<file path="config.mk">
export PLATFORM = sky130hd
export DESIGN_NAME = glbl_lfsr
export DESIGN_NICKNAME = d
export VERILOG_FILES = /design/src/rtl/glbl_pkg.sv /design/src/rtl/glbl_lfsr.sv
export SDC_FILE = /design/constraint.sdc
export NUM_CORES = 1
export LEC_CHECK = 0
export BUFFER_PORTS_ARGS = -buffer_cell sky130_fd_sc_hd__buf_2
export CAP_MARGIN = 5
export CORE_UTILIZATION = 45
export CTS_CLUSTER_DIAMETER = 60
export CTS_CLUSTER_SIZE = 8
export DETAILED_ROUTE_END_ITERATION = 8
export PLACE_DENSITY = 0.7
export SKIP_LAST_GASP = 1
export SLEW_MARGIN = 20
export SYNTH_ARGS = -nofsm -noshare
export SYNTH_HDL_FRONTEND = slang
export SYNTH_SLANG_ARGS = --single-unit
</file>
<file path="constraint.sdc">
create_clock -name mclk -period 1.5 [get_ports mclk]
set_input_delay 0.15 -clock mclk [delete_from_list [all_inputs] [get_ports mclk]]
set_output_delay 0.15 -clock mclk [all_outputs]
set_load 0.05 [all_outputs]
</file>
<file path="src/rtl/glbl_pkg.sv">
// Shared definitions of the global register block
// Bus widths, word addresses, reset and identity values
// LFSR constants, grouped-signal structs and byte-enable helpers

`default_nettype none

package glbl_pkg;

   // --------------------
   // Widths and base types
   localparam int DATA_W   = 32;
   localparam int ADDR_W   = 5;
   localparam int SEL_W    = 4;
   localparam int NUM_REGS = 32;
   localparam int SW_NUM   = 8;

   typedef logic [DATA_W-1:0]   data_t;
   typedef logic [ADDR_W-1:0]   addr_t;
   typedef logic [SEL_W-1:0]    sel_t;
   typedef logic [NUM_REGS-1:0] strobe_t;

   // --------------------
   // Word addresses
   localparam addr_t ADR_CHIP_ID   = 5'h00;
   localparam addr_t ADR_RST_CTRL  = 5'h01;
   localparam addr_t ADR_CORE_CFG  = 5'h02;
   localparam addr_t ADR_INTR_MASK = 5'h03;
   localparam addr_t ADR_INTR_STAT = 5'h04;
   localparam addr_t ADR_MFUNC_SEL = 5'h05;
   localparam addr_t ADR_RANDOM    = 5'h09;
   localparam addr_t ADR_INTR_SET  = 5'h0A;
   localparam addr_t ADR_STRAP     = 5'h0E;
   localparam addr_t ADR_MAILBOX   = 5'h0F;
   localparam addr_t ADR_SW_BASE   = 5'h10;

   // Identity and reset values
   localparam data_t CHIP_ID_VAL   = 32'h8268_2701;
   localparam data_t RST_CTRL_BOOT = 32'h0000_0103;
   localparam data_t RST_CTRL_HOLD = 32'h0000_0003;
   localparam data_t SW_SIG_VAL    = 32'h8273_8343;
   localparam data_t SW_DATE_VAL   = 32'h0101_2025;
   localparam data_t SW_REV_VAL    = 32'h0005_2000;

   // Galois taps and default seed
   localparam data_t LFSR_POLY     = 32'h8020_0003;
   localparam data_t LFSR_SEED_DEF = 32'hACE1_2468;

   // --------------------
   // Structs
   typedef struct packed {
      logic        riscv_boot;
      logic        cache_bypass;
      logic        sram_clk_edge;
      logic [12:0] spare;
   } strap_t;

   typedef struct packed {
      strobe_t strobe;
      data_t   data;
      sel_t    sel;
   } wr_req_t;

   // All active low
   typedef struct packed {
      logic       cpu_intf;
      logic       qspim;
      logic       sspim;
      logic [2:0] uart;
      logic [1:0] i2cm;
      logic       usbh;
      logic       usbd;
      logic [3:0] cpu_core;
      logic       sspis;
   } periph_rst_t;

   typedef struct packed {
      logic [15:0] riscv_ctrl;
      logic        gpio_dgmode;
      logic        soft_irq;
      logic [2:0]  user_irq;
   } core_cfg_t;

   typedef struct packed {
      data_t                rst_ctrl;
      data_t                core_cfg;
      data_t                mfunc_sel;
      data_t                mailbox;
      data_t [SW_NUM-1:0]   sw;
   } cfg_rd_t;

   typedef struct packed {
      logic [23:0] gpio;
      logic        ir;
      logic        rtc;
      logic        pwm;
      logic        usbh;
      logic        usbd;
      logic        i2cm;
      logic [2:0]  timer;
   } intr_src_t;

   // Byte enables expanded to a bit mask
   function automatic data_t byte_mask(input sel_t sel);
      data_t m;
      for (int b = 0; b < SEL_W; b++) begin
         m[8*b +: 8] = {8{sel[b]}};
      end
      return m;
   endfunction

   // Old word with enabled bytes replaced
   function automatic data_t byte_merge(input data_t old_val, input data_t new_val,
                                        input sel_t sel);
      data_t m;
      m = byte_mask(sel);
      return (old_val & ~m) | (new_val & m);
   endfunction

endpackage

`default_nettype wire

</file>
<file path="src/rtl/glbl_lfsr.sv">
// Random number source
// 32-bit Galois LFSR stepped once per bus access

`default_nettype none

module glbl_lfsr #(
   parameter glbl_pkg::data_t SEED = glbl_pkg::LFSR_SEED_DEF
) (
   input  wire logic             mclk,
   input  wire logic             s_reset_n,
   input  wire logic             acc_done,
   output glbl_pkg::data_t       random
);
   import glbl_pkg::*;

   data_t lfsr_q;

   // Shift right, fold taps back when bit 0 falls out
   always_ff @(posedge mclk or negedge s_reset_n) begin
      if (!s_reset_n) begin
         lfsr_q <= SEED;
      end else if (acc_done) begin
         lfsr_q <= (lfsr_q >> 1) ^ (lfsr_q[0] ? LFSR_POLY : '0);
      end
   end

   assign random = lfsr_q;

   // All-zero state would lock the generator
   a_never_zero : assert property (@(posedge mclk) disable iff (!s_reset_n)
      lfsr_q != '0);

endmodule

`default_nettype wire

</file>
Word level (Yosys, flattened, before mapping)
Cells that the tools add are included.
Operators by class
  muxes and demuxes: 1
  bitwise logic cells: 1
Operators by type and width (count)
  32-bit two-way mux: 1
  31-bit by 32-bit bitwise XOR with 32-bit output: 1
Word-level totals
  output and inout port bits: 32
  register bits after elaboration: 32
  input bits: 3

Depth between registers and ports, before layout
  depth in word-level cells: 2
  gate-level depth with buffers: 4

Worst setup path after synthesis
OpenSTA, ideal clock, no wires.
  kind: flip-flop to flip-flop
  from: reg lfsr_q[0] (netlist: random[0])
  to: reg lfsr_q[1] (netlist: random[1])
  arrival time: 932 ps
  period minus slack after synthesis: 1055 ps
  required time: 1376 ps
  setup time: 124 ps
  buffers on the path: 0
  cell stages (with the launch flop): 3
  slack: 445 ps
  cell sequence: dfrtp_1 > xnor2_1 > a21oi_1
On the way
  word-level cells in the longest chain between the ends: 2
Ends and longest elaborated chain
  start: declaration: line glbl_lfsr.sv:16  | data_t lfsr_q;
  start signal: assignment: line glbl_lfsr.sv:23  | lfsr_q <= (lfsr_q >> 1) ^ (lfsr_q[0] ? LFSR_POLY : '0);
  32-bit two-way mux: line glbl_lfsr.sv:23
  31-bit by 32-bit bitwise XOR with 32-bit output: line glbl_lfsr.sv:23
No other way between the ends.
A chain may end at the register's enable or synchronous reset.

Worst setup path after layout
  from: reg lfsr_q[22] (netlist: random[22])
  to: out random[22]
RTL lines
  end: declaration: line glbl_lfsr.sv:12  | output glbl_pkg::data_t random
No word-level cell between the ends.

==> metrics.cfg <==
[outcome]
status = finished with violations
violations = design-rule violations

[sta]
rsz0062_at_grt = false
period_needed_ps = 1300
skew_ps = 11.0
setup_viol = 0
period_share = 0.865
fin_tns_setup_ps = 0
slew_viol_final = 0
tightest_slew_ps = 682
finalHoldViolCount = 0
maxSlewHeadroom = 0.545
clock.fmax_mhz = 771

[worst_setup_path]
setup.worst_path.end_class = output pin
start_kind = register
critPathMaxFanout = 3
critical_path_class = reg2out
critPathBufInv = 1
path_delay_family = flip-flops
required_ps = 1350
crit_chain = buf_2
cpPeakStageDelay_ps = 570
crit_path_top_delay_cell = dfstp_2
arrival_ps = 1150

[detailed_routing]
drt_iter0_markers = 38
wire_per_inst_um = 14.6
drc = 4
wl_um = 2100
via_count = 717
viasPerCell = 4.98
firstDrtPassIters = 5
final_antenna_net_count = 0

[clock_tree]
cts_sinks = 32
ctsResizeCount = 0
cts_tree = done
clk_latency_ps = 320
clk_transition_reported_paths_ps = 110
cts.path.max_buffers = 2
htreeDepth = 2
cts_root_buffer = clkbuf_4
cts_buffers = 5

[cells_and_area]
largest_reg_flops = 32
nets = 115
area_growth_syn_to_layout_pct = 20.1
diodes = 0
nFillCells = 243
stdcell_area_sq_um = 1620
drive_gt1_frac = 0.752

[synthesis]
synthesis.instances = 73
yosysWarningCount = 0
synth_top_area_share = 0.353
ys_seq_area_frac = 0.606
synth_flop_cell = dfrtp_1
synth-async-reset-ratio = 1.00
synth_edf_count = 0
yosys-top-cells-area = dfrtp_1 35%, mux2_4 28%, dfstp_2 25%
syn_nets = 76
syn_area_sq_um = 1350
synth_commonest_cells = 25 x mux2_4, 19 x dfrtp_1, 13 x dfstp_2, 4 x mux2_2, 3 x xnor2_1
yosysTopAreaCell = dfrtp_1
yosysMostFrequentCell = mux2_4
avgSynthCellArea_sq_um = 18.5
ys_ff_latch = 32
ys_types = 10

[floorplanning]
rows = 19
ios = 35
core_sq_um = 2810
die_x_um = 56.7
dieHeight_um = 56.7
start_util = 0.480
dieArea_sq_um = 3220

[global_routing]
track_usage = 0.147
grt_pass1_wl_um = 3390
grt_overflow_total = 0
grt_antenna_before_repair = 0
grt_pass1_vias = 695
grt_max_degree = 35

[place]
placed_area_sq_um = 1510
dp_hpwl_um = 1310
gp_congestion = 0.649
port_buffers = 34

[run]
max_cap_violations = 0

[hold_path]
hold_path_class = in2reg

kinds of logic (layout without fill, tap and decap cells):
group | Yosys count | after routing | share of synthesized area
AO/OA/AOI/OAI | 2 | 2 | 0.00743
AND/OR/NAND/NOR | 3 | 3 | 0.00836
flip-flops | 32 | 32 | 0.606
XOR/XNOR | 3 | 3 | 0.0195
buffers and inverters | 4 | 44 | 0.0464
multiplexers | 29 | 29 | 0.312
layer usage:
metal / wire, um / share of wire / track usage
met2: 988 / 0.47 / 0.211
met3: 86 / 0.041 / 0.0484
met4: 40 / 0.019 / 0.0964
met1: 986 / 0.47 / 0.188
met5: 0 / 0 / 0
final timing paths:
check	to	depth (start not counted)	startpoint	slack, ps
worst max-delay path	random[22]	1	random[22]	200
worst min-delay path	random[21]	3	acc_done	260
worst max register to register	random[1]	2	random[0]	660
worst min register to register	random[21]	2	random[21]	510
max in group asynchronous	random[4]	2	s_reset_n	660
min in group asynchronous	random[14]	2	s_reset_n	390
repair_timing:
item | 4_1_cts | 5_1_grt
hold buffers | 1 | 0
hold endpoints to repair | 19 | 0
endpoints found under the setup margin | 0 | 0
setup buffers | 0 | 0
layout by cell type, fill, tap and decap left out:
cell           synthesis  final
a21oi_1                2      2
buf_12                 2      1
buf_2                  0     34
bufinv_16              0      1
clkbuf_4               0      5
clkbuf_8               0      2
dfrtp_1               19     19
dfstp_2               13     13
dlygate4sd3_1          0      1
mux2_2                 4      4
mux2_4                25     25
nand2_1                1      1
nor2_1                 2      2
xnor2_1                3      3
layout make-up:
type	instances	area (sq um)	area share
repair buffers	36	200	0.124
multi-input cells	37	468	0.289
flip-flops and latches	32	817	0.505
clock inverters	1	30.0	0.0185
clock buffers	7	65.1	0.0402
well taps	31	38.8	0.0240
through the flow:
stage,setup slack (ps),std cells,hold WS (ps),utilization
2_1_floorplan,445,73,-146,-
3_3_place_gp,531,135,217,0.540
3_5_place_dp,503,135,231,0.540
4_1_cts,183,144,246,0.577
5_1_grt,155,144,283,0.577
6_report,202,144,258,0.577
Power is left out: the tool's default activity adds up to more than one toggle a clock period on the data nets, which glitch-free logic cannot reach.
