[src/rtl/glbl_pkg.sv]
// Shared definitions of the global register block
// Bus widths, word addresses, reset and identity values
// LFSR constants, grouped-signal structs and byte-enable helpers

`default_nettype none

package glbl_pkg;

   // --------------------
   // Widths and base types
   localparam int DATA_W   = 32;
   localparam int ADDR_W   = 5;
   localparam int SEL_W    = 4;
   localparam int NUM_REGS = 32;
   localparam int SW_NUM   = 8;

   typedef logic [DATA_W-1:0]   data_t;
   typedef logic [ADDR_W-1:0]   addr_t;
   typedef logic [SEL_W-1:0]    sel_t;
   typedef logic [NUM_REGS-1:0] strobe_t;

   // --------------------
   // Word addresses
   localparam addr_t ADR_CHIP_ID   = 5'h00;
   localparam addr_t ADR_RST_CTRL  = 5'h01;
   localparam addr_t ADR_CORE_CFG  = 5'h02;
   localparam addr_t ADR_INTR_MASK = 5'h03;
   localparam addr_t ADR_INTR_STAT = 5'h04;
   localparam addr_t ADR_MFUNC_SEL = 5'h05;
   localparam addr_t ADR_RANDOM    = 5'h09;
   localparam addr_t ADR_INTR_SET  = 5'h0A;
   localparam addr_t ADR_STRAP     = 5'h0E;
   localparam addr_t ADR_MAILBOX   = 5'h0F;
   localparam addr_t ADR_SW_BASE   = 5'h10;

   // Identity and reset values
   localparam data_t CHIP_ID_VAL   = 32'h8268_2701;
   localparam data_t RST_CTRL_BOOT = 32'h0000_0103;
   localparam data_t RST_CTRL_HOLD = 32'h0000_0003;
   localparam data_t SW_SIG_VAL    = 32'h8273_8343;
   localparam data_t SW_DATE_VAL   = 32'h0101_2025;
   localparam data_t SW_REV_VAL    = 32'h0005_2000;

   // Galois taps and default seed
   localparam data_t LFSR_POLY     = 32'h8020_0003;
   localparam data_t LFSR_SEED_DEF = 32'hACE1_2468;

   // --------------------
   // Structs
   typedef struct packed {
      logic        riscv_boot;
      logic        cache_bypass;
      logic        sram_clk_edge;
      logic [12:0] spare;
   } strap_t;

   typedef struct packed {
      strobe_t strobe;
      data_t   data;
      sel_t    sel;
   } wr_req_t;

   // All active low
   typedef struct packed {
      logic       cpu_intf;
      logic       qspim;
      logic       sspim;
      logic [2:0] uart;
      logic [1:0] i2cm;
      logic       usbh;
      logic       usbd;
      logic [3:0] cpu_core;
      logic       sspis;
   } periph_rst_t;

   typedef struct packed {
      logic [15:0] riscv_ctrl;
      logic        gpio_dgmode;
      logic        soft_irq;
      logic [2:0]  user_irq;
   } core_cfg_t;

   typedef struct packed {
      data_t                rst_ctrl;
      data_t                core_cfg;
      data_t                mfunc_sel;
      data_t                mailbox;
      data_t [SW_NUM-1:0]   sw;
   } cfg_rd_t;

   typedef struct packed {
      logic [23:0] gpio;
      logic        ir;
      logic        rtc;
      logic        pwm;
      logic        usbh;
      logic        usbd;
      logic        i2cm;
      logic [2:0]  timer;
   } intr_src_t;

   // Byte enables expanded to a bit mask
   function automatic data_t byte_mask(input sel_t sel);
      data_t m;
      for (int b = 0; b < SEL_W; b++) begin
         m[8*b +: 8] = {8{sel[b]}};
      end
      return m;
   endfunction

   // Old word with enabled bytes replaced
   function automatic data_t byte_merge(input data_t old_val, input data_t new_val,
                                        input sel_t sel);
      data_t m;
      m = byte_mask(sel);
      return (old_val & ~m) | (new_val & m);
   endfunction

endpackage

`default_nettype wire

[src/rtl/glbl_intr_ctrl.sv]
// Interrupt controller
// Two-flop synchronizers for the asynchronous sources
// Mask register, status with set and write-one-to-clear
// Masked interrupt lines

`default_nettype none

module glbl_intr_ctrl (
   input  wire logic                  mclk,
   input  wire logic                  s_reset_n,
   input  wire glbl_pkg::wr_req_t     wr_req,
   input  wire glbl_pkg::intr_src_t   intr_src,
   output glbl_pkg::data_t            intr_mask,
   output glbl_pkg::data_t            intr_stat,
   output glbl_pkg::data_t            irq_lines
);
   import glbl_pkg::*;

   // Synchronized sources in the order ir rtc usbh usbd i2cm
   localparam int NUM_SYNC = 5;

   logic [NUM_SYNC-1:0] sync_s1;
   logic [NUM_SYNC-1:0] sync_s2;
   data_t               hw_req;
   data_t               sw_set;
   data_t               sw_clr;
   data_t               wr_bits;

   // --------------------
   // Double synchronizer
   always_ff @(posedge mclk or negedge s_reset_n) begin
      if (!s_reset_n) begin
         sync_s1 <= '0;
         sync_s2 <= '0;
      end else begin
         sync_s1 <= {intr_src.ir, intr_src.rtc, intr_src.usbh,
                     intr_src.usbd, intr_src.i2cm};
         sync_s2 <= sync_s1;
      end
   end

   // Request word with USB host and device sharing bit 4
   // gpio pwm and timer are already in the mclk domain
   assign hw_req = {intr_src.gpio,
                    sync_s2[4],
                    sync_s2[3],
                    intr_src.pwm,
                    sync_s2[2] | sync_s2[1],
                    sync_s2[0],
                    intr_src.timer};

   // --------------------
   // Software set and clear with byte enables
   assign wr_bits = wr_req.data & byte_mask(wr_req.sel);
   assign sw_set  = wr_req.strobe[ADR_INTR_SET]  ? wr_bits : '0;
   assign sw_clr  = wr_req.strobe[ADR_INTR_STAT] ? wr_bits : '0;

   // Mask register
   always_ff @(posedge mclk or negedge s_reset_n) begin
      if (!s_reset_n) begin
         intr_mask <= '0;
      end else if (wr_req.strobe[ADR_INTR_MASK]) begin
         intr_mask <= byte_merge(intr_mask, wr_req.data, wr_req.sel);
      end
   end

   // Status where set wins over clear
   always_ff @(posedge mclk or negedge s_reset_n) begin
      if (!s_reset_n) begin
         intr_stat <= '0;
      end else begin
         intr_stat <= (intr_stat & ~sw_clr) | hw_req | sw_set;
      end
   end

   // Masked lines to the core
   assign irq_lines = intr_mask & intr_stat;

   // A request lands in status even under a clear in the same cycle
   a_set_wins : assert property (@(posedge mclk) disable iff (!s_reset_n)
      ((hw_req | sw_set) != '0) |=>
         ((intr_stat & $past(hw_req | sw_set)) == $past(hw_req | sw_set)));

endmodule

`default_nettype wire

[config.mk]
export PLATFORM = sky130hd
export DESIGN_NAME = glbl_intr_ctrl
export DESIGN_NICKNAME = d
export VERILOG_FILES = /design/src/rtl/glbl_pkg.sv /design/src/rtl/glbl_intr_ctrl.sv
export SDC_FILE = /design/constraint.sdc
export NUM_CORES = 1
export LEC_CHECK = 0
export BUFFER_PORTS_ARGS = -buffer_cell sky130_fd_sc_hd__buf_2
export CORE_MARGIN = 10
export CORE_UTILIZATION = 45
export DETAILED_ROUTE_END_ITERATION = 16
export PLACE_DENSITY = 0.84
export SETUP_SLACK_MARGIN = 0.4
export SLEW_MARGIN = 15
export SYNTH_ARGS = -nofsm -noshare
export SYNTH_HDL_FRONTEND = slang
export SYNTH_SLANG_ARGS = --single-unit
[constraint.sdc]
create_clock -name mclk -period 1.61 [get_ports mclk]
set_input_delay 0.4025 -clock mclk [delete_from_list [all_inputs] [get_ports mclk]]
set_output_delay 0.4025 -clock mclk [all_outputs]
set_load 0.02 [all_outputs]
## After elaboration in Yosys (flattened, before gate mapping)

Cells that the tools add are included.

| storage, ports and cells | value |
|---|---|
| output and inout bits | 96 |
| bits of input ports | 103 |
| flip-flop bits (word level) | 74 |
| word-level logic and storage cells | 16 |

| cells by class | value |
|---|---|
| muxes and demuxes | 2 |
| bitwise operators | 10 |

Operator list:

| cell | number |
|---|---|
| 32-bit AND | 4 |
| 32-bit bitwise OR | 3 |
| 32-bit 2-to-1 mux | 2 |
| 32-bit NOT | 2 |
| 1-bit bitwise OR | 1 |

## Depth between registers and ports, before layout

Gate-level depths: netlist of run 1.

| logic depth | value |
|---|---|
| depth after elaboration | 6 |
| depth in mapped cells | 4 |
| gate-level depth less buffers | 2 |

## Worst setup path before layout of run 1

Ideal clock, no wire load.

| path | value |
|---|---|
| path type | input-to-reg |
| start | input port wr_req[1] (netlist name) |
| end | register intr_stat[10] |
| buffers on the path | 2 |
| setup time | 126 ps |
| slack | 381 ps |
| required time | 1,484 ps |
| arrival time | 1,103 ps |
| cell stages on the path | 4 |
| cells stage by stage | buf_6 and2_4 buf_6 a221o_1 |

| between the ends | value |
|---|---|
| word-level cells in the longest chain between the ends | 6 |
| elaborated cells on any way between the ends | 7 |

RTL lines:

| element | line | text |
|---|---|---|
| start: declaration | glbl_intr_ctrl.sv:11 | `input wire glbl_pkg::wr_req_t wr_req,` |
| 32-bit AND (*) | glbl_intr_ctrl.sv:54 | `assign wr_bits = wr_req.data & byte_mask(wr_req.sel);` |
| 32-bit 2-to-1 mux | glbl_intr_ctrl.sv:56 | `assign sw_clr = wr_req.strobe[ADR_INTR_STAT] ? wr_bits : '0;` |
| 32-bit NOT | glbl_intr_ctrl.sv:72 | `intr_stat <= (intr_stat & ~sw_clr) \| hw_req \| sw_set;` |
| 32-bit AND | glbl_intr_ctrl.sv:72 |  |
| 32-bit bitwise OR | glbl_intr_ctrl.sv:72 |  |
| 32-bit bitwise OR (*) | glbl_intr_ctrl.sv:72 |  |
| end signal: assignment | glbl_intr_ctrl.sv:72 |  |
| end: declaration | glbl_intr_ctrl.sv:14 | `output glbl_pkg::data_t intr_stat,` |

Mark *: on every way between the ends. The rest lies on a longest branch, timed or not.
A chain may end at the register's enable or synchronous reset.

==> impl_metrics.csv, run 1 <==
group,metric,value,unit
synth,syn_area,3060,sq um
grt,grt_usage,19.0,%
detailed_routing,ant_nets,0,
synth,ys_seq_area_share,60.4,%
sta,min_period_over_period,92.0,%
final_layout,multi_input_area,1180,sq um
die,coreArea,6720,sq um
final_layout,seqCellArea,1850,sq um
power,vdd_drop_max,0.776,mV
sta,slew_viol_final,0,
sta,fin_crit,1.48,ns
run_status,status,"finished, final reports clean",
clocking,clock-root-buffer,"clkbuf_8",
clocking,holdBufCountCts,0,
grt,grt_pass1_wl,15600,um
sta,rsz0062_at_grt,"yes",
clocking,cts_tree,"yes",
die,ios,199,
synth,synth_top_area_share,60.4,%
synth,synthTopCellsByArea,"dfrtp_1 (60%), mux2_2 (12%), a221o_1 (10%)",
detailed_routing,avgViaCountPerCell,5.44,
detailed_routing,dr_total_vias,2992,
placement,dp_cells,462,
detailed_routing,drc_errors,0,
die,initial_core_util,45.6,%
setup_path,critPathCaptureType,"output port",
run,maxCapViolCount,0,
sta,worst_slew_pin_slew,0.388,ns
clocking,cts_sinks,74,
sta,final_hold_viol_count,0,
synth,synth_xor_area_share,0,%
power,power.density,1040,nW/um^2
synth,synth-adder-area-share,0,%
detailed_routing,drt_iter0_markers,125,
placement,hpwl,6670,um
power,leakage,0.00255,uW
synth,yosys.area.top_type,"dfrtp_1",
detailed_routing,drt_pass1_iterations,5,
setup_path,worstPathArrival,1.08,ns
placement,port_buffers,169,
synth,syn_avg_cell_area,13.8,sq um
synth,synth_seq_cells,74,
clocking,cts_buffer_depth,2,
sta,tns,0,ns
synth,synthCells,222,
grt,grt_overflow,0,
setup_path,crit_fanout,3,
clocking,worstSkewPairLatency,0.34,ns
grt,grt_max_degree,75,
synth,synth_top_family_by_area,"simple AND/OR/NAND/NOR gates",
sta,max_freq,0.675,GHz
final_layout,syn2layout_area_growth,79.4,%
grt,grt_pass1_vias,3024,
placement,place.gp.congestion,0.757,
sta,slew-limit-headroom,74.1,%
clocking,htreeDepth,3,
die,fp.dieArea,10500,sq um
final_layout,fin_nets,566,
clocking,numCtsBuffers,9,
detailed_routing,wl_per_cell,21.9,um
final_layout,drive_above_1_share,70.1,%
synth,synthMuxAreaShare,11.8,%
clocking,clk_pin_slew_worst_paths,0.08,ns
setup_path,cp-start-kind,"flip-flop",
final_layout,fin_cells,550,
final_layout,post-route-util,81.8,%
die,rows,30,
power,total_power,5740,uW
setup_path,worstSetupPathType,"flip-flop to output port",
setup_path,cp.required,1.21,ns
final_layout,fillCellCount,359,
synth,syn_nets,325,
hold_path,hp-class,"input pin to asynchronous set/reset pin",
die,die_w,103,um
detailed_routing,drt-total-wl,12000,um
synth,yosys.area_share.simple,13.9,%
die,die_h,103,um
synth,synth_compound_area_share,10.5,%
synth,yosysUniqueCellTypes,10,
grt,antenna_found_initial,0,
synth,synth_warnings,0,
sta,finalSetupViolCount,0,
sta,fin_skew,0.0118,ns
## path summary, 6_finish.rpt
check | startpoint | endpoint | slack, ns | cells after the start
worst max-delay path | flip-flop | irq_lines[3] | 0.13 | 2
worst min-delay path | s_reset_n | asynchronous set/reset pin | 0.06 | 2
worst max register to register | intr_stat[2]$_DFF_PN0_ | intr_stat[2]$_DFF_PN0_ | 0.52 | 3
worst min register to register | sync_s1[2]$_DFF_PN0_ | sync_s2[2]$_DFF_PN0_ | 0.35 | 0
max in group asynchronous | s_reset_n | asynchronous set/reset pin | 1.23 | 2
min in group mclk | intr_src[7] | sync_s1[3]$_DFF_PN0_ | 0.16 | 1
## where the power goes
group / switching [uW] / internal, uW / total [uW]
clock: 693 / 879 / 1570
combinational: 871 / 1110 / 1980
sequential: 160 / 2030 / 2190
## stage by stage
step / cell area, sq um / setup slack [ns] / hold slack, ns
after global routing: 5490 / 0.0957 / 0.0905
final: 5500 / 0.129 / 0.0625
after global placement: 3950 / 0.320 / 0.332
after CTS: 4950 / 0.159 / 0.0767
after detailed placement: 3950 / 0.292 / 0.336
after floorplan: 3060 / 0.381 / 0.107
## critical path: stages (launching register included)
cell and delay, ns:
dfrtp_1 0.42, and2_4 0.19, buf_6 0.13
## metal layers
| layer | vias to the layer above | global-route usage, % | routed length (um) |
|---|---|---|---|
| met5 | - | 0 | 0 |
| met4 | 0 | 7.05 | 265 |
| met3 | 23 | 6.23 | 1110 |
| met2 | 159 | 33.8 | 6370 |
| met1 | 1499 | 20.7 | 4280 |
| li1 | 1311 | - | - |
## layout by cell type (no fill, tap or decap), types with 2 or more instances in the layout
master	n
nand3_1	32
diode_2	2
nand2_2	4
and2_4	35
buf_4	38
buf_2	72
buf_6	129
a221o_1	32
dfrtp_1	74
buf_12	2
mux2_2	32
bufinv_16	2
clkbuf_8	9
## Yosys cell counts
cell type and number:
nand2_2 4, buf_6 8, a221o_1 32, or2_2 1, mux2_2 32, buf_2 3
nand3_1 32, and2_1 32, and2_4 4, dfrtp_1 74
## area by class of cell
class | instances | share of cell area [%]
Clock buffer | 10 | 2.32
Tap cell | 80 | 1.82
Antenna cell | 2 | 0.0910
Multi-Input combinational cell | 137 | 21.6
Timing Repair Buffer | 241 | 38.9
Clock inverter | 6 | 1.64
Sequential cell | 74 | 33.7
## cells by family after synthesis
family                 Yosys count
and+or+nand+nor                 73
AOI/OAI and AO/OA               32
buffers and inverters           11
DFF                             74
muxes                           32
## what timing repair did
| action | 4_1_cts | 5_1_grt |
|---|---|---|
| setup buffers | 27 | 43 |
| pin swaps | 19 | 20 |
| resized for setup | 190 | 66 |
| setup endpoints to repair | 96 | 96 |
Power figures use the tool's default switching activity.
==> run 2: changes to the inputs <==
--- a/constraint.sdc
+++ b/constraint.sdc
@@ -3,2 +3,2 @@
 set_output_delay 0.4025 -clock mclk [all_outputs]
-set_load 0.02 [all_outputs]
+set_load 0.005 [all_outputs]
==> run 2 against run 1 <==
Worst setup slack better by 0.048 ns. Flip-flop and latch count unchanged. Final cell count shrank 2.0%. First-iteration DRC count shrank 30%. Power fell by 14%. Utilization fell by 8.4 points. Combinational power shrank 38%. Non-clock buffer count decreased by 9. Clock power about the same. Routed wire length is 16% lower. Critical path type unchanged. Critical endpoint is now irq_lines[12]. Largest cell class is now flip-flops and latches.
==> impl_metrics.csv, run 2 (synthesis gave the netlist of run 1 again) <==
group,metric,value,unit
power,vdd_drop_max,0.658,mV
final_layout,fin_nets,557,
power,p_int,3660,uW
grt,grt_max_degree,75,
power,switchingPower,1260,uW
setup_path,worstPathArrival,1.03,ns
clocking,htreeDepth,3,
sta,slew-limit-headroom,74.9,%
power,pwr-share-clk,31.6,%
final_layout,drive_above_1_share,64.3,%
detailed_routing,wl_per_cell,18.8,um
grt,grt_usage,17.6,%
power,total_power,4920,uW
detailed_routing,ant_nets,0,
detailed_routing,drt-total-wl,10200,um
power,p_seq_share,43.6,%
grt,grt_pass1_wl,14500,um
die,die_h,103,um
detailed_routing,drc_errors,0,
setup_path,cp-start-kind,"flip-flop",
setup_path,critPathCaptureType,"output port",
sta,max_freq,0.698,GHz
clocking,cts_buffer_depth,2,
setup_path,cp.required,1.21,ns
setup_path,crit_fanout,3,
sta,min_period_over_period,89.0,%
die,fp.dieArea,10500,sq um
final_layout,final_common_cell,"buf_2",
sta,fin_skew,0.00734,ns
detailed_routing,drt_iter0_markers,88,
sta,fin_crit,1.43,ns
sta,worst_slew_pin_slew,0.377,ns
final_layout,final_cell_mix,"buf_2 (137), dfrtp_1 (74), buf_6 (57), buf_4 (36)",
grt,antenna_found_initial,0,
run_status,status,"finished, final reports clean",
power,pwr-share-comb,24.7,%
detailed_routing,avgViaCountPerCell,5.22,
die,rows,30,
die,die_w,103,um
final_layout,antenna_cells,0,
sta,tns,0,ns
clocking,numCtsBuffers,9,
clocking,clock-root-buffer,"clkbuf_8",
final_layout,syn2layout_area_growth,61.0,%
clocking,cts_tree,"yes",
clocking,worstSkewPairLatency,0.33,ns
power,leakage,0.00229,uW
die,initial_core_util,45.6,%
clocking,cts_sinks,74,
power,power.density,997,nW/um^2
detailed_routing,dr_total_vias,2814,
detailed_routing,drt_pass1_iterations,4,
die,coreArea,6720,sq um
grt,grt_pass1_vias,2891,
sta,slew_viol_final,0,
placement,hpwl,6670,um
placement,place.gp.congestion,0.757,
grt,grt_overflow,0,
sta,finalSetupViolCount,0,
placement,port_buffers,169,
sta,rsz0062_at_grt,"yes",
hold_path,hp-class,"input pin to asynchronous set/reset pin",
setup_path,worstSetupPathType,"flip-flop to output port",
clocking,clk_pin_slew_worst_paths,0.08,ns
run,maxCapViolCount,0,
die,ios,199,
power,switching_share,25.5,%
sta,final_hold_viol_count,0,
-- run 2: worst paths after layout --
kind	startpoint	end	slack, ns	cells past startpoint
min in group mclk	intr_src[7]	sync_s1[3]$_DFF_PN0_	0.17	1
worst min-delay path	s_reset_n	asynchronous set/reset pin	0.07	2
worst min register to register	sync_s1[2]$_DFF_PN0_	sync_s2[2]$_DFF_PN0_	0.34	0
worst max register to register	intr_stat[2]$_DFF_PN0_	intr_stat[2]$_DFF_PN0_	0.42	4
max in group asynchronous	s_reset_n	asynchronous set/reset pin	1.24	2
worst max-delay path	intr_stat[12]$_DFF_PN0_	irq_lines[12]	0.18	2
-- run 2: layout make-up --
| cell class | count | area, sq um |
|---|---|---|
| fillers | 445 | 1790 |
| multi-input cells | 137 | 1120 |
| well taps | 80 | 100 |
| clock inverters | 6 | 90.1 |
| clock buffers | 10 | 128 |
| flip-flops and latches | 74 | 1850 |
| repair buffers | 232 | 1640 |
-- run 2: power by group through the flow --
stage                     Sequential, uW  Clock, uW  Combinational [uW]
final                               2150       1550                1220
after global routing                2160       1670                1320
after CTS                           2130       1590                1030
after detailed placement            2170          0                 851
after global placement              2160          0                 830
after floorplan                     2170          0                 344
-- run 2: critical path: stages, from the launching register on --
cell and delay [ns]:
dfrtp_1 0.42, and2_1 0.17, buf_2 0.12
-- run 2: per-stage QoR --
stage	std cells	worst slack, ns	cell area, sq um	hold WS (ns)	util [%]
after global placement	462	0.320	3950	0.332	58.8
final	539	0.177	4930	0.0687	73.4
after detailed placement	462	0.292	3950	0.336	58.8
after floorplan	222	0.381	3060	0.107	-
after CTS	511	0.178	4530	0.0767	67.5
after global routing	539	0.127	4930	0.0739	73.4
-- run 2: what timing repair did --
action	4_1_cts	5_1_grt
pin swaps	22	15
resized for setup	24	40
hold buffers	0	0
cloned	0	0
setup endpoints to repair	96	96
setup buffers	33	28
-- run 2: metal layers --
layer  vias to the layer above  wire, um  global-route usage, %
li1                       1295         -                      -
met5                         -         0                      0
met3                         9       858                   5.29
met4                         0        97                   5.64
met1                      1380      3820                   20.3
met2                       130      5370                   30.5
