`src/rtl/glbl_pkg.sv`:
```
// Shared definitions of the global register block
// Bus widths, word addresses, reset and identity values
// LFSR constants, grouped-signal structs and byte-enable helpers

`default_nettype none

package glbl_pkg;

   // --------------------
   // Widths and base types
   localparam int DATA_W   = 32;
   localparam int ADDR_W   = 5;
   localparam int SEL_W    = 4;
   localparam int NUM_REGS = 32;
   localparam int SW_NUM   = 8;

   typedef logic [DATA_W-1:0]   data_t;
   typedef logic [ADDR_W-1:0]   addr_t;
   typedef logic [SEL_W-1:0]    sel_t;
   typedef logic [NUM_REGS-1:0] strobe_t;

   // --------------------
   // Word addresses
   localparam addr_t ADR_CHIP_ID   = 5'h00;
   localparam addr_t ADR_RST_CTRL  = 5'h01;
   localparam addr_t ADR_CORE_CFG  = 5'h02;
   localparam addr_t ADR_INTR_MASK = 5'h03;
   localparam addr_t ADR_INTR_STAT = 5'h04;
   localparam addr_t ADR_MFUNC_SEL = 5'h05;
   localparam addr_t ADR_RANDOM    = 5'h09;
   localparam addr_t ADR_INTR_SET  = 5'h0A;
   localparam addr_t ADR_STRAP     = 5'h0E;
   localparam addr_t ADR_MAILBOX   = 5'h0F;
   localparam addr_t ADR_SW_BASE   = 5'h10;

   // Identity and reset values
   localparam data_t CHIP_ID_VAL   = 32'h8268_2701;
   localparam data_t RST_CTRL_BOOT = 32'h0000_0103;
   localparam data_t RST_CTRL_HOLD = 32'h0000_0003;
   localparam data_t SW_SIG_VAL    = 32'h8273_8343;
   localparam data_t SW_DATE_VAL   = 32'h0101_2025;
   localparam data_t SW_REV_VAL    = 32'h0005_2000;

   // Galois taps and default seed
   localparam data_t LFSR_POLY     = 32'h8020_0003;
   localparam data_t LFSR_SEED_DEF = 32'hACE1_2468;

   // --------------------
   // Structs
   typedef struct packed {
      logic        riscv_boot;
      logic        cache_bypass;
      logic        sram_clk_edge;
      logic [12:0] spare;
   } strap_t;

   typedef struct packed {
      strobe_t strobe;
      data_t   data;
      sel_t    sel;
   } wr_req_t;

   // All active low
   typedef struct packed {
      logic       cpu_intf;
      logic       qspim;
      logic       sspim;
      logic [2:0] uart;
      logic [1:0] i2cm;
      logic       usbh;
      logic       usbd;
      logic [3:0] cpu_core;
      logic       sspis;
   } periph_rst_t;

   typedef struct packed {
      logic [15:0] riscv_ctrl;
      logic        gpio_dgmode;
      logic        soft_irq;
      logic [2:0]  user_irq;
   } core_cfg_t;

   typedef struct packed {
      data_t                rst_ctrl;
      data_t                core_cfg;
      data_t                mfunc_sel;
      data_t                mailbox;
      data_t [SW_NUM-1:0]   sw;
   } cfg_rd_t;

   typedef struct packed {
      logic [23:0] gpio;
      logic        ir;
      logic        rtc;
      logic        pwm;
      logic        usbh;
      logic        usbd;
      logic        i2cm;
      logic [2:0]  timer;
   } intr_src_t;

   // Byte enables expanded to a bit mask
   function automatic data_t byte_mask(input sel_t sel);
      data_t m;
      for (int b = 0; b < SEL_W; b++) begin
         m[8*b +: 8] = {8{sel[b]}};
      end
      return m;
   endfunction

   // Old word with enabled bytes replaced
   function automatic data_t byte_merge(input data_t old_val, input data_t new_val,
                                        input sel_t sel);
      data_t m;
      m = byte_mask(sel);
      return (old_val & ~m) | (new_val & m);
   endfunction

endpackage

`default_nettype wire

```
`src/rtl/glbl_wb_slave.sv`:
```
// Wishbone classic slave front end
// Single-cycle ack with registered read data
// One-hot write strobe decode and read multiplexer

`default_nettype none

module glbl_wb_slave (
   input  wire logic                  mclk,
   input  wire logic                  s_reset_n,
   input  wire logic                  wb_cyc,
   input  wire logic                  wb_stb,
   input  wire logic                  wb_we,
   input  wire glbl_pkg::addr_t       wb_adr,
   input  wire glbl_pkg::data_t       wb_dat_w,
   input  wire glbl_pkg::sel_t        wb_sel,
   input  wire glbl_pkg::cfg_rd_t     cfg_rd,
   input  wire glbl_pkg::data_t       intr_mask,
   input  wire glbl_pkg::data_t       intr_stat,
   input  wire glbl_pkg::data_t       random,
   input  wire glbl_pkg::strap_t      strap,
   output glbl_pkg::data_t            wb_dat_r,
   output logic                       wb_ack,
   output glbl_pkg::wr_req_t          wr_req,
   output logic                       acc_done
);
   import glbl_pkg::*;

   data_t rd_word;
   logic  wr_commit;

   // --------------------
   // Ack and read capture
   // Request seen while ack low, ack next cycle
   always_ff @(posedge mclk or negedge s_reset_n) begin
      if (!s_reset_n) begin
         wb_ack   <= 1'b0;
         wb_dat_r <= '0;
      end else if (wb_cyc && wb_stb && !wb_ack) begin
         wb_ack   <= 1'b1;
         wb_dat_r <= rd_word;
      end else begin
         wb_ack   <= 1'b0;
      end
   end

   // LFSR steps on every completed access
   assign acc_done = wb_ack;

   // --------------------
   // Write strobe
   // Only in the ack cycle, so each write commits once
   assign wr_commit = wb_cyc & wb_stb & wb_we & wb_ack;

   always_comb begin
      wr_req.strobe = wr_commit ? (strobe_t'(1) << wb_adr) : '0;
      wr_req.data   = wb_dat_w;
      wr_req.sel    = wb_sel;
   end

   // --------------------
   // Read multiplexer
   always_comb begin
      rd_word = '0;
      case (wb_adr)
         ADR_CHIP_ID   : rd_word = CHIP_ID_VAL;
         ADR_RST_CTRL  : rd_word = cfg_rd.rst_ctrl;
         ADR_CORE_CFG  : rd_word = cfg_rd.core_cfg;
         ADR_INTR_MASK : rd_word = intr_mask;
         ADR_INTR_STAT : rd_word = intr_stat;
         ADR_MFUNC_SEL : rd_word = cfg_rd.mfunc_sel;
         ADR_RANDOM    : rd_word = random;
         // Set register reads back the status
         ADR_INTR_SET  : rd_word = intr_stat;
         ADR_STRAP     : rd_word = {{(DATA_W-$bits(strap_t)){1'b0}}, strap};
         ADR_MAILBOX   : rd_word = cfg_rd.mailbox;
         default : begin
            // Software bank at 0x10 to 0x17, rest reads zero
            if (wb_adr[ADDR_W-1:3] == ADR_SW_BASE[ADDR_W-1:3]) begin
               rd_word = cfg_rd.sw[wb_adr[2:0]];
            end
         end
      endcase
   end

   // Ack lasts exactly one cycle
   a_ack_single : assert property (@(posedge mclk) disable iff (!s_reset_n)
      wb_ack |=> !wb_ack);

   // Never more than one register written per access
   a_strobe_onehot : assert property (@(posedge mclk) disable iff (!s_reset_n)
      $onehot0(wr_req.strobe));

endmodule

`default_nettype wire

```
`config.mk`:
```
export PLATFORM = sky130hd
export DESIGN_NAME = glbl_wb_slave
export DESIGN_NICKNAME = d
export VERILOG_FILES = /design/src/rtl/glbl_pkg.sv /design/src/rtl/glbl_wb_slave.sv
export SDC_FILE = /design/constraint.sdc
export NUM_CORES = 1
export LEC_CHECK = 0
export ABC_AREA = 0
export BUFFER_PORTS_ARGS = -buffer_cell sky130_fd_sc_hd__clkbuf_2
export CORE_AREA = 2 2 251 253
export CTS_CLUSTER_DIAMETER = 120
export DETAILED_ROUTE_END_ITERATION = 6
export DIE_AREA = 0 0 253 255
export PLACE_DENSITY_LB_ADDON = 0.25
export SYNTH_ARGS = -nofsm -noshare
export SYNTH_HDL_FRONTEND = slang
export SYNTH_SLANG_ARGS = --single-unit
```
`constraint.sdc`:
```
create_clock -name mclk -period 4.5 [get_ports mclk]
set_input_delay 0.225 -clock mclk [delete_from_list [all_inputs] [get_ports mclk]]
set_output_delay 0.225 -clock mclk [all_outputs]
set_load 0.005 [all_outputs]
```
; ---- Word-level counts from Yosys, hierarchy flattened
; Index checks and enable logic that the tools add are counted.
[totals]
ff_bits = 33
latchBits = 0
mem_bits_rw = 0
rom_bits = 0
in_bits = 542
output_inout_bits = 102
n_memories = 0
[classes]
addsub = 0
n_mul = 0
n_div = 0
magnitude_cmp = 1
n_eq_ne = 10
shift = 1
muxes = 6
bitwise = 3
reduce_logical = 5
[ops]
columns = operator, count
row1 = $pmux 32 s9, 1
row2 = $bmux 32 s3, 1
row3 = $mux 32, 3
row4 = $shl 1x5->32 const A, 1
row5 = $eq 5x4->1 const B, 4
row6 = $eq 5x2->1 const B, 2
row7 = $eq 5x3->1 const B, 2
row8 = $eq 5x1->1 const B, 1
row9 = $logic_not 5->1, 1
row10 = $lt 3x4->1 const B, 1
row11 = $and 1x1->1, 3
row12 = $eq 2x2->1 const B, 1
row13 = $logic_and 1x1->1, 2
row14 = $reduce_or 2->1, 1
row15 = $logic_not 1->1, 1
row16 = $mux 1, 1

; ---- Depth between registers and ports, before layout
; Gate-level depths: netlist (run 1).
[logic_depth]
ltp_word = 4
depth_mapped = 9
ltp_nobuf = 5

; ---- Worst setup path after synthesis (run 1)
; OpenSTA, ideal clock, no wires.
[synth_timing]
kind = input-to-reg
startpoint = input wb_adr[0]
endpoint = register wb_dat_r[13]
setup_time_ns = 0.145
arrival_time_ns = 1.558
t_required_ns = 4.355
slack_ns = 2.797
stages = 6
path_cell_list = buf_6 -> buf_2 -> mux4_2 -> mux2_2 -> nand2_1 -> a41oi_1
[synth_via]
elab_chain_len = 4
[synth_rtl]
columns = item, line
row1 = from (decl), glbl_wb_slave.sv:13  ; input wire glbl_pkg::addr_t wb_adr,
row2 = $bmux 32 s3, glbl_wb_slave.sv:79  ; rd_word = cfg_rd.sw[wb_adr[2:0]];
row3 = $mux 32 (implied by the code), glbl_wb_slave.sv:79
row4 = $mux 32, glbl_wb_slave.sv:78  ; if (wb_adr[ADDR_W-1:3] == ADR_SW_BASE[ADDR_W-1:3]) begin
row5 = $pmux 32 s9 (*), glbl_wb_slave.sv:64  ; case (wb_adr)
row6 = to (signal assigned), glbl_wb_slave.sv:40  ; wb_dat_r <= rd_word;
row7 = to (decl), glbl_wb_slave.sv:21  ; output glbl_pkg::data_t wb_dat_r,
; Mark *: on every way between the ends. The rest lies on a longest branch, timed or not. The select of a mux whose other input is x is not followed.
; A chain may end at the register's enable or synchronous reset.

==> impl_metrics.toml, run 1 <==
[outcome]
status = "finished with violations"
violations = "hold timing"

[finish]
mostFrequentLayoutCell = "clkbuf_2"
fin_cells = 1892
area_growth_pct = 62.8
n_fill_cell = 7160
fin_area_um2 = 9160
drive_above_1_share_pct = 64.4
nets = 1629
mostFrequentLayoutCells = "clkbuf_2 (568), mux4_2 (64), nor2_1 (63)"

[routing]
via_per_inst = 3.89
wirelength_mm = 44.1
ant_nets = 0
drt-initial-drc-count = 437
detail_route.first_pass.iterations = 6
wl_per_cell_um = 23.3
drc = 0
via_count = 7369

[worst_setup_path]
crit_arrival_ns = 2.84
end_kind = "output pin"
r2r_slack_ns = 2.08
reg2reg_depth = 7
path_delay_family = "simple AND/OR/NAND/NOR gates"
critPathKind = "in2out"
crit_buf_inv = 3
start_kind = "input pin"
cp_num_cells = 6
max_stage_delay_ns = 0.87
crit_chain = "buf_4 -> buf_4 -> and3b_1 -> and3b_1 -> nor2b_1 -> clkbuf_2"
cp_slowest_cell = "and3b_1"
crit_fanout = 51
required_ns = 4.28

[clock_tree]
cts.sinks = 33
numCtsBuffers = 5
clock_path_buffers = 2
cts_resized = 0
clk_root_buffer_cell = "clkbuf_16"
cts_setup_buffers = 0
cts_hold_buf = 0
h-tree-depth = 2
tritoncts = "done"
insertion_delay_ns = 0.31
path_clk_slew_ns = 0.07

[die]
die_area_um2 = 64500
die_y_um = 255
initial_utilization_pct = 9.05
ios = 644
die_x_um = 253
core-area_um2 = 62200
core.rowCount = 92

[timing]
setup-tns-final_ns = 0
period_minus_slack_ns = 3.06
hold_viol_final = 7
min_period_over_period_pct = 68.1
finalSetupViolCount = 0
rsz0062_at_grt = "no"
fmax_mhz = 327
holdWs_ns = -0.00862
slew_violations = 0
tightest_slew_ns = 1.08
relSlewSlack_pct = 28.2
final.setup_skew_ns = 0.0128
layout_setup_ws_ns = 1.44

[power_and_ir_drop]
power_frac_comb_pct = 48.4
p_int_w = 0.00101
clockPowerShare_pct = 27.4
power_density_nw_per_um2 = 176
seqPwrFrac_pct = 24.2
swShare_pct = 37.3
p_sw_w = 0.000600
leakage_nw = 4.16
ir_drop_v = 0.000109

[flow_run]
drv_cap = 0

[global_route]
grt_pass1_vias = 7713
grt_pass1_wl_mm = 58.2
gr-total-overflow = 0
gr-usage-all-layers_pct = 13.0
grt_max_degree = 72
antenna_found_initial = 16

[synthesis]
synth-seq-cells = 33
async_flop_share_pct = 100
synth_fa_ha_area_share_pct = 0
syn_avg_cell_area_um2 = 9.52
synthMuxAreaShare_pct = 35.6
yosys_warnings = 0
synth_top_family_by_area = "multiplexers"
ys_seq_area_share_pct = 14.7
ys_types = 61
synth_compound_area_share_pct = 22.3
synth_area_um2 = 5630
ys.flop_type = "dfrtp_1"
synth-edff-count = 0
syn_nets = 1133
synth_xor_area_share_pct = 0.156
synth_simple_gate_area_share_pct = 15.5
synthCells = 591

[place]
io_buffers = 571
dp.cells = 1879
dpl.hpwl_mm = 37.1
place_ws_ns = 1.22
gp_congestion = 0.844
place_area_um2 = 8980

[worst_hold_path]
hold_class = "in2async"
sequential cells by signal, summed over array words and instances (netlist names):
register,flops
wb_dat_r,32
acc_done,1
worst paths after layout:
path,from,end
max in group asynchronous,s_reset_n,wb_dat_r[22]$_DFFE_PN0P_
setup reg to reg,acc_done$_DFF_PN0_,wb_dat_r[17]$_DFFE_PN0P_
hold / removal,s_reset_n,wb_dat_r[28]$_DFFE_PN0P_
setup / recovery,wb_adr[1],wr_req[50]
min in group mclk,cfg_rd[305],wb_dat_r[17]$_DFFE_PN0P_
hold reg to reg,wb_dat_r[19]$_DFFE_PN0P_,wb_dat_r[19]$_DFFE_PN0P_
final cells by class:
class	instances	area [um^2]	share of cell area, %
multi-input cells	457	4160	45.4
repair buffers	587	2990	32.6
well taps	799	1000	10.9
flip-flops and latches	33	826	9.01
clock buffers	5	125	1.37
clock inverters	3	46.3	0.505
diodes	5	12.5	0.137
inverters	3	11.3	0.123
cells in the mapped netlist, types with 14 or more instances:
library cell	instances	share of area, %
a21oi_1	21	1.9
o21ai_0	19	1.7
mux2_2	22	4.4
a22oi_1	19	2.5
mux2i_1	30	5.3
a221oi_1	28	4.4
nor2_1	64	4.3
buf_4	46	6.1
dfrtp_1	33	15
a22o_1	19	3.0
nand2_1	38	2.5
clkbuf_1	14	0.93
buf_2	30	2.7
mux4_2	64	26
power groups by stage:
| stage | clock network [W] | logic, W | registers, W |
|---|---|---|---|
| global placement | 0 | 0.000802 | 0.000395 |
| global route | 0.000472 | 0.000859 | 0.000396 |
| CTS | 0.000468 | 0.000808 | 0.000389 |
| finish | 0.000441 | 0.000779 | 0.000390 |
| floorplan | 0 | 0.000368 | 0.000390 |
| detailed placement | 0 | 0.000804 | 0.000395 |
metal layers:
| metal | GRT usage (%) | vias up | wire [um] |
|---|---|---|---|
| met5 | 0 | - | 147 |
| li1 | - | 3354 | - |
| met2 | 22.6 | 396 | 21700 |
| met1 | 15.8 | 3554 | 18200 |
| met3 | 3.74 | 43 | 3480 |
| met4 | 2.79 | 22 | 597 |
cells by family (layout without fill, tap and decap cells):
kind of cell	Yosys count	in the layout
AND/OR/NAND/NOR	172	172
AO/OA/AOI/OAI	167	167
multiplexers	117	117
buffers and inverters	101	598
flip-flops	33	33
XOR/XNOR	1	1
other	0	5
metrics by stage:
step / util, % / power, W
3_3_place_gp: 14.4 / 0.00120
3_5_place_dp: 14.4 / 0.00120
2_1_floorplan: - / 0.000757
4_1_cts: 14.7 / 0.00166
5_1_grt: 14.7 / 0.00173
6_report: 14.7 / 0.00161
Note: power is estimated with default switching activity, not from simulation.
==> run 2, diff against run 1 <==
--- a/config.mk
+++ b/config.mk
@@ -5,12 +5,12 @@
 export SDC_FILE = /design/constraint.sdc
 export NUM_CORES = 1
 export LEC_CHECK = 0
-export ABC_AREA = 0
+export ABC_AREA = 1
 export BUFFER_PORTS_ARGS = -buffer_cell sky130_fd_sc_hd__clkbuf_2
-export CORE_AREA = 2 2 251 253
+export CORE_AREA = 2 2 248 250
 export CTS_CLUSTER_DIAMETER = 120
 export DETAILED_ROUTE_END_ITERATION = 6
-export DIE_AREA = 0 0 253 255
+export DIE_AREA = 0 0 250 252
 export PLACE_DENSITY_LB_ADDON = 0.25
 export SYNTH_ARGS = -nofsm -noshare
 export SYNTH_HDL_FRONTEND = slang
==> constraint.sdc (replaced) <==
create_clock -name mclk -period 3.1 [get_ports mclk]
set_input_delay 0.155 -clock mclk [delete_from_list [all_inputs] [get_ports mclk]]
set_output_delay 0.155 -clock mclk [all_outputs]
set_load 0.005 [all_outputs]
==> impl_metrics.toml, run 2 <==
[place]
io_buffers = 571
dpl.hpwl_mm = 49.6
gp_congestion = 0.858

[die]
core.rowCount = 90
ios = 644
initial_utilization_pct = 10.9
die_y_um = 252
die_x_um = 250
core-area_um2 = 60100
die_area_um2 = 63000

[power_and_ir_drop]
leakage_nw = 6.03
power_density_nw_per_um2 = 227
fin_total_pwr_w = 0.00234
ir_drop_v = 0.000164

[synthesis]
synthCells = 1392
synth.largest_area_cell = "nand2_1"
synth_top_area_share_pct = 41.9
yosys_warnings = 0
synth_common_cells = "nand2_1 (734), nor2_1 (181), nand3_1 (150)"
synth-edff-count = 0
async_flop_share_pct = 100
synth_area_um2 = 6570
synth-seq-cells = 33
synth_most_common_cell = "nand2_1"
ys_types = 23
ys_seq_area_share_pct = 12.6
syn_nets = 1934
ys.flop_type = "dfrtp_1"
syn_avg_cell_area_um2 = 4.72
synth_area_leaders = "nand2_1 (42%), dfrtp_1 (13%), nand3_1 (11%)"

[timing]
hold_viol_final = 21
period_minus_slack_ns = 2.38
final.setup_skew_ns = 0.00479
slew_violations = 0
rsz0062_at_grt = "no"
holdWs_ns = -0.0232
relSlewSlack_pct = 41.7
fmax_mhz = 421
finalSetupViolCount = 0
setup-tns-final_ns = 0
min_period_over_period_pct = 76.7
tightest_slew_ns = 0.874

[clock_tree]
h-tree-depth = 2
path_clk_slew_ns = 0.06
cts_resized = 0
clk_root_buffer_cell = "clkbuf_16"
clock_path_buffers = 2
tritoncts = "done"
insertion_delay_ns = 0.29
numCtsBuffers = 5
cts_setup_buffers = 0
cts_hold_buf = 0
cts.sinks = 33

[worst_setup_path]
critPathKind = "reg2out"
crit_arrival_ns = 2.22
start_kind = "flip-flop"
crit_fanout = 7
end_kind = "output pin"
required_ns = 2.94

[routing]
ant_nets = 0
drt-initial-drc-count = 565
wirelength_mm = 57.7
detail_route.first_pass.iterations = 4
wl_per_cell_um = 21.6
via_per_inst = 3.96
drc = 0
via_count = 10600

[flow_run]
drv_cap = 0

[finish]
drive_above_1_share_pct = 33.9
mostFrequentLayoutCell = "nand2_1"
top_register = "wb_dat_r"
n_fill_cell = 7313
largest_reg_flops = 32
nets = 2424
area_growth_pct = 56.7
mostFrequentLayoutCells = "nand2_1 (734), clkbuf_2 (569), nor2_1 (175)"

[global_route]
grt_max_degree = 113
antenna_found_initial = 6
grt_pass1_wl_mm = 79.4
grt_pass1_vias = 11100
gr-usage-all-layers_pct = 17.6
gr-total-overflow = 0

[worst_hold_path]
hold_class = "in2async"

[outcome]
violations = "hold timing"
status = "finished with violations"
==> run 2: changes by cell type after synthesis, sizes merged, moves of 19 or more <==
cell / before / now
nand2: 39 / 735
nand3: 4 / 150
nor2: 68 / 188
mux4: 64 / 0
inv: 3 / 57
nand4: 5 / 50
mux2i: 31 / 0
a221oi: 28 / 0
mux2: 22 / 0
a22o: 19 / 0
a22oi: 19 / 0
clkbuf: 14 / 33
==> run 2: final cells by class <==
class	count	area (um^2)	area share [%]
Antenna cell	4	10.0	0.0972
Clock buffer	5	125	1.21
Tap cell	782	978	9.50
Inverter	57	215	2.09
Timing Repair Buffer	608	3220	31.2
Sequential cell	33	826	8.02
Clock inverter	3	17.5	0.170
Multi-Input combinational cell	1177	4910	47.7
==> run 2: final timing paths <==
check,slack (ns),from,depth (start not counted),endpoint
worst max-delay path,0.72,acc_done$_DFF_PN0_,6,wr_req[65]
worst min-delay path,-0.02,s_reset_n,1,wb_dat_r[30]$_DFFE_PN0P_
worst max register to register,1.01,acc_done$_DFF_PN0_,6,wb_dat_r[14]$_DFFE_PN0P_
worst min register to register,0.51,wb_dat_r[24]$_DFFE_PN0P_,2,wb_dat_r[24]$_DFFE_PN0P_
max in group asynchronous,2.36,s_reset_n,2,wb_dat_r[9]$_DFFE_PN0P_
min in group mclk,0.24,intr_stat[23],5,wb_dat_r[23]$_DFFE_PN0P_
==> run 2: power by group <==
group          leakage [nW]  switching, W  internal, W
clock                0.0696      0.000215     0.000295
sequential            0.389     0.0000664     0.000508
combinational          5.57      0.000763     0.000494
==> run 2: stage by stage <==
stage | area (um^2) | util, % | setup WS, ns | std cells
after floorplan | 6570 | - | 1.64 | 1392
after global placement | 10100 | 16.9 | 0.631 | 2657
after detailed placement | 10100 | 16.9 | 0.713 | 2657
after CTS | 10300 | 17.1 | 0.671 | 2665
after global routing | 10300 | 17.1 | 0.575 | 2667
final | 10300 | 17.1 | 0.723 | 2669
==> run 2: worst max-delay path, cell delays in order (launching register included) <==
cell,delay [ns]
dfrtp_1,0.51
nand4_1,0.18
buf_4,0.23
nor2_1,0.31
nand2_1,0.22
nor2_1,0.28
clkbuf_2,0.18
==> run 2: cells by family after synthesis <==
group / after synthesis / synth area share, %
simple gates: 1143 / 71.5
buf+inv: 182 / 13.4
compound gates: 34 / 2.59
flops: 33 / 12.6
==> run 2: per-layer routing <==
layer / wire length, um / vias up / track usage [%]
met1: 23200 / 4776 / 20.6
met4: 1200 / 2 / 3.92
met2: 29800 / 424 / 33.1
li1: - / 5302 / -
met5: 13 / - / 0
met3: 3510 / 52 / 3.39
==> run 3, diff against run 2 <==
--- a/config.mk
+++ b/config.mk
@@ -5,12 +5,12 @@
 export SDC_FILE = /design/constraint.sdc
 export NUM_CORES = 1
 export LEC_CHECK = 0
-export ABC_AREA = 1
+export ABC_AREA = 0
 export BUFFER_PORTS_ARGS = -buffer_cell sky130_fd_sc_hd__clkbuf_2
-export CORE_AREA = 2 2 248 250
+export CORE_AREA = 2 2 254 256
 export CTS_CLUSTER_DIAMETER = 120
 export DETAILED_ROUTE_END_ITERATION = 6
-export DIE_AREA = 0 0 250 252
+export DIE_AREA = 0 0 256 258
 export PLACE_DENSITY_LB_ADDON = 0.25
 export SYNTH_ARGS = -nofsm -noshare
 export SYNTH_HDL_FRONTEND = slang
==> constraint.sdc (replaced) <==
create_clock -name mclk -period 2.4 [get_ports mclk]
set_input_delay 0.12 -clock mclk [delete_from_list [all_inputs] [get_ports mclk]]
set_output_delay 0.12 -clock mclk [all_outputs]
set_load 0.005 [all_outputs]
==> impl_metrics.toml, run 3 (same netlist as run 1, synthesis figures left out) <==
[global_route]
gr-total-overflow = 0
grt_pass1_wl_mm = 63.6
gr-usage-all-layers_pct = 13.7
grt_pass1_vias = 8221
antenna_found_initial = 7
grt_max_degree = 29

[clock_tree]
h-tree-depth = 2
insertion_delay_ns = 0.32
path_clk_slew_ns = 0.06
tritoncts = "done"
clk_root_buffer_cell = "clkbuf_16"
clock_path_buffers = 2
numCtsBuffers = 5
cts.sinks = 33

[timing]
tightest_slew_ns = 0.888
relSlewSlack_pct = 40.5
fmax_mhz = 460
final.setup_skew_ns = 0.0110
min_period_over_period_pct = 90.6
rsz0062_at_grt = "no"
holdWs_ns = 0.0546
slew_violations = 0
layout_setup_ws_ns = 0.225
hold_viol_final = 0
setup-tns-final_ns = 0
finalSetupViolCount = 0
period_minus_slack_ns = 2.17

[worst_setup_path]
r2r_start = "acc_done$_DFF_PN0_"
crit_path_end = "wb_dat_r[5]$_DFFE_PN0P_"
required_ns = 2.57
start_kind = "flip-flop"
r2r_slack_ns = 0.23
crit_arrival_ns = 2.34
crit_start = "acc_done$_DFF_PN0_"
crit_fanout = 15
reg2reg_depth = 7
end_kind = "flip-flop"
r2r_end = "wb_dat_r[5]$_DFFE_PN0P_"
critPathKind = "reg2reg"

[die]
die_x_um = 256
core.rowCount = 93
core-area_um2 = 63600
initial_utilization_pct = 8.84
die_y_um = 258
die_area_um2 = 66000
ios = 644

[finish]
nets = 1670
drive_above_1_share_pct = 65.5
largest_reg_flops = 32
fin_cells = 1986
top_register = "wb_dat_r"
n_fill_cell = 7314
mostFrequentLayoutCells = "clkbuf_2 (568), mux4_2 (64), nor2_1 (63)"
area_growth_pct = 71.4
mostFrequentLayoutCell = "clkbuf_2"

[routing]
detail_route.first_pass.iterations = 6
drt-initial-drc-count = 448
drc = 0
ant_nets = 0
wirelength_mm = 46.6
wl_per_cell_um = 23.5
via_per_inst = 3.81
via_count = 7575

[flow_run]
drv_cap = 0

[worst_hold_path]
hold_class = "in2reg"

[place]
dpl.hpwl_mm = 40.8
dp.cells = 1975
io_buffers = 571
place_ws_ns = 0.0511
gp_congestion = 0.885

[power_and_ir_drop]
ir_drop_v = 0.000239
fin_total_pwr_w = 0.00299
leakage_nw = 4.40
power_density_nw_per_um2 = 310

[outcome]
status = "completed"
[run 3: cell count changes in the layout (fill, tap and decap cells not counted), sizes merged, moves of 45 or more]
cell	delta
nand2	-696
nor2	-120
nand3	-146
nand4	-45
inv	-53
mux4	+64
[run 3: metal layers]
metal | vias up | GRT usage (%) | wire [um]
met1 | 3732 | 17.5 | 20600
met3 | 32 | 3.50 | 2990
li1 | 3433 | - | -
met5 | - | 0 | 68
met2 | 368 | 23.2 | 22400
met4 | 10 | 2.81 | 606
[run 3: per-stage QoR]
step / cell area, um^2 / utilization [%]
detailed placement: 9490 / 14.9
finish: 9650 / 15.2
floorplan: 5630 / -
CTS: 9640 / 15.1
global placement: 9490 / 14.9
global route: 9640 / 15.1
[run 3: what timing repair did]
| item | 4_1_cts | 5_1_grt |
|---|---|---|
| gates resized for setup | 0 | 0 |
| endpoints found under the hold margin | 19 | 0 |
| hold buffers | 1 | 0 |
| setup buffers | 0 | 0 |
[run 3: how the worst min path moves through the flow]
stage	startpoint	end	cells past startpoint
6_report	cfg_rd[305]	wb_dat_r[17]$_DFFE_PN0P_	3
5_1_grt	intr_stat[25]	wb_dat_r[25]$_DFFE_PN0P_	3
4_1_cts	cfg_rd[305]	wb_dat_r[17]$_DFFE_PN0P_	3
3_5_place_dp	s_reset_n	wb_dat_r[29]$_DFFE_PN0P_	1
3_3_place_gp	s_reset_n	wb_dat_r[28]$_DFFE_PN0P_	1
2_1_floorplan	s_reset_n	acc_done$_DFF_PN0_	0
[run 3: report_power, final]
group          total [W]  internal (W)  switching, W
Clock           0.000735      0.000410      0.000324
Combinational    0.00153      0.000792      0.000739
Sequential      0.000721      0.000659     0.0000621
Total            0.00299       0.00186       0.00113
[run 3: final cells by class]
type | instances | area [um^2] | share of cell area [%]
multi-input cells | 457 | 4160 | 43.1
clock buffers | 7 | 143 | 1.48
inverters | 3 | 11.3 | 0.117
repair buffers | 628 | 3430 | 35.6
diodes | 3 | 7.51 | 0.0778
well taps | 855 | 1070 | 11.1
flip-flops and latches | 33 | 826 | 8.56
[run 3: worst max-delay path, stage by stage, from the launching register on]
cell and delay (ns):
dfrtp_1 0.40, nand3b_1 0.17, buf_4 0.17, inv_2 0.10, buf_4 0.28, o21ai_1 0.27
a221oi_1 0.51, nor3_1 0.12
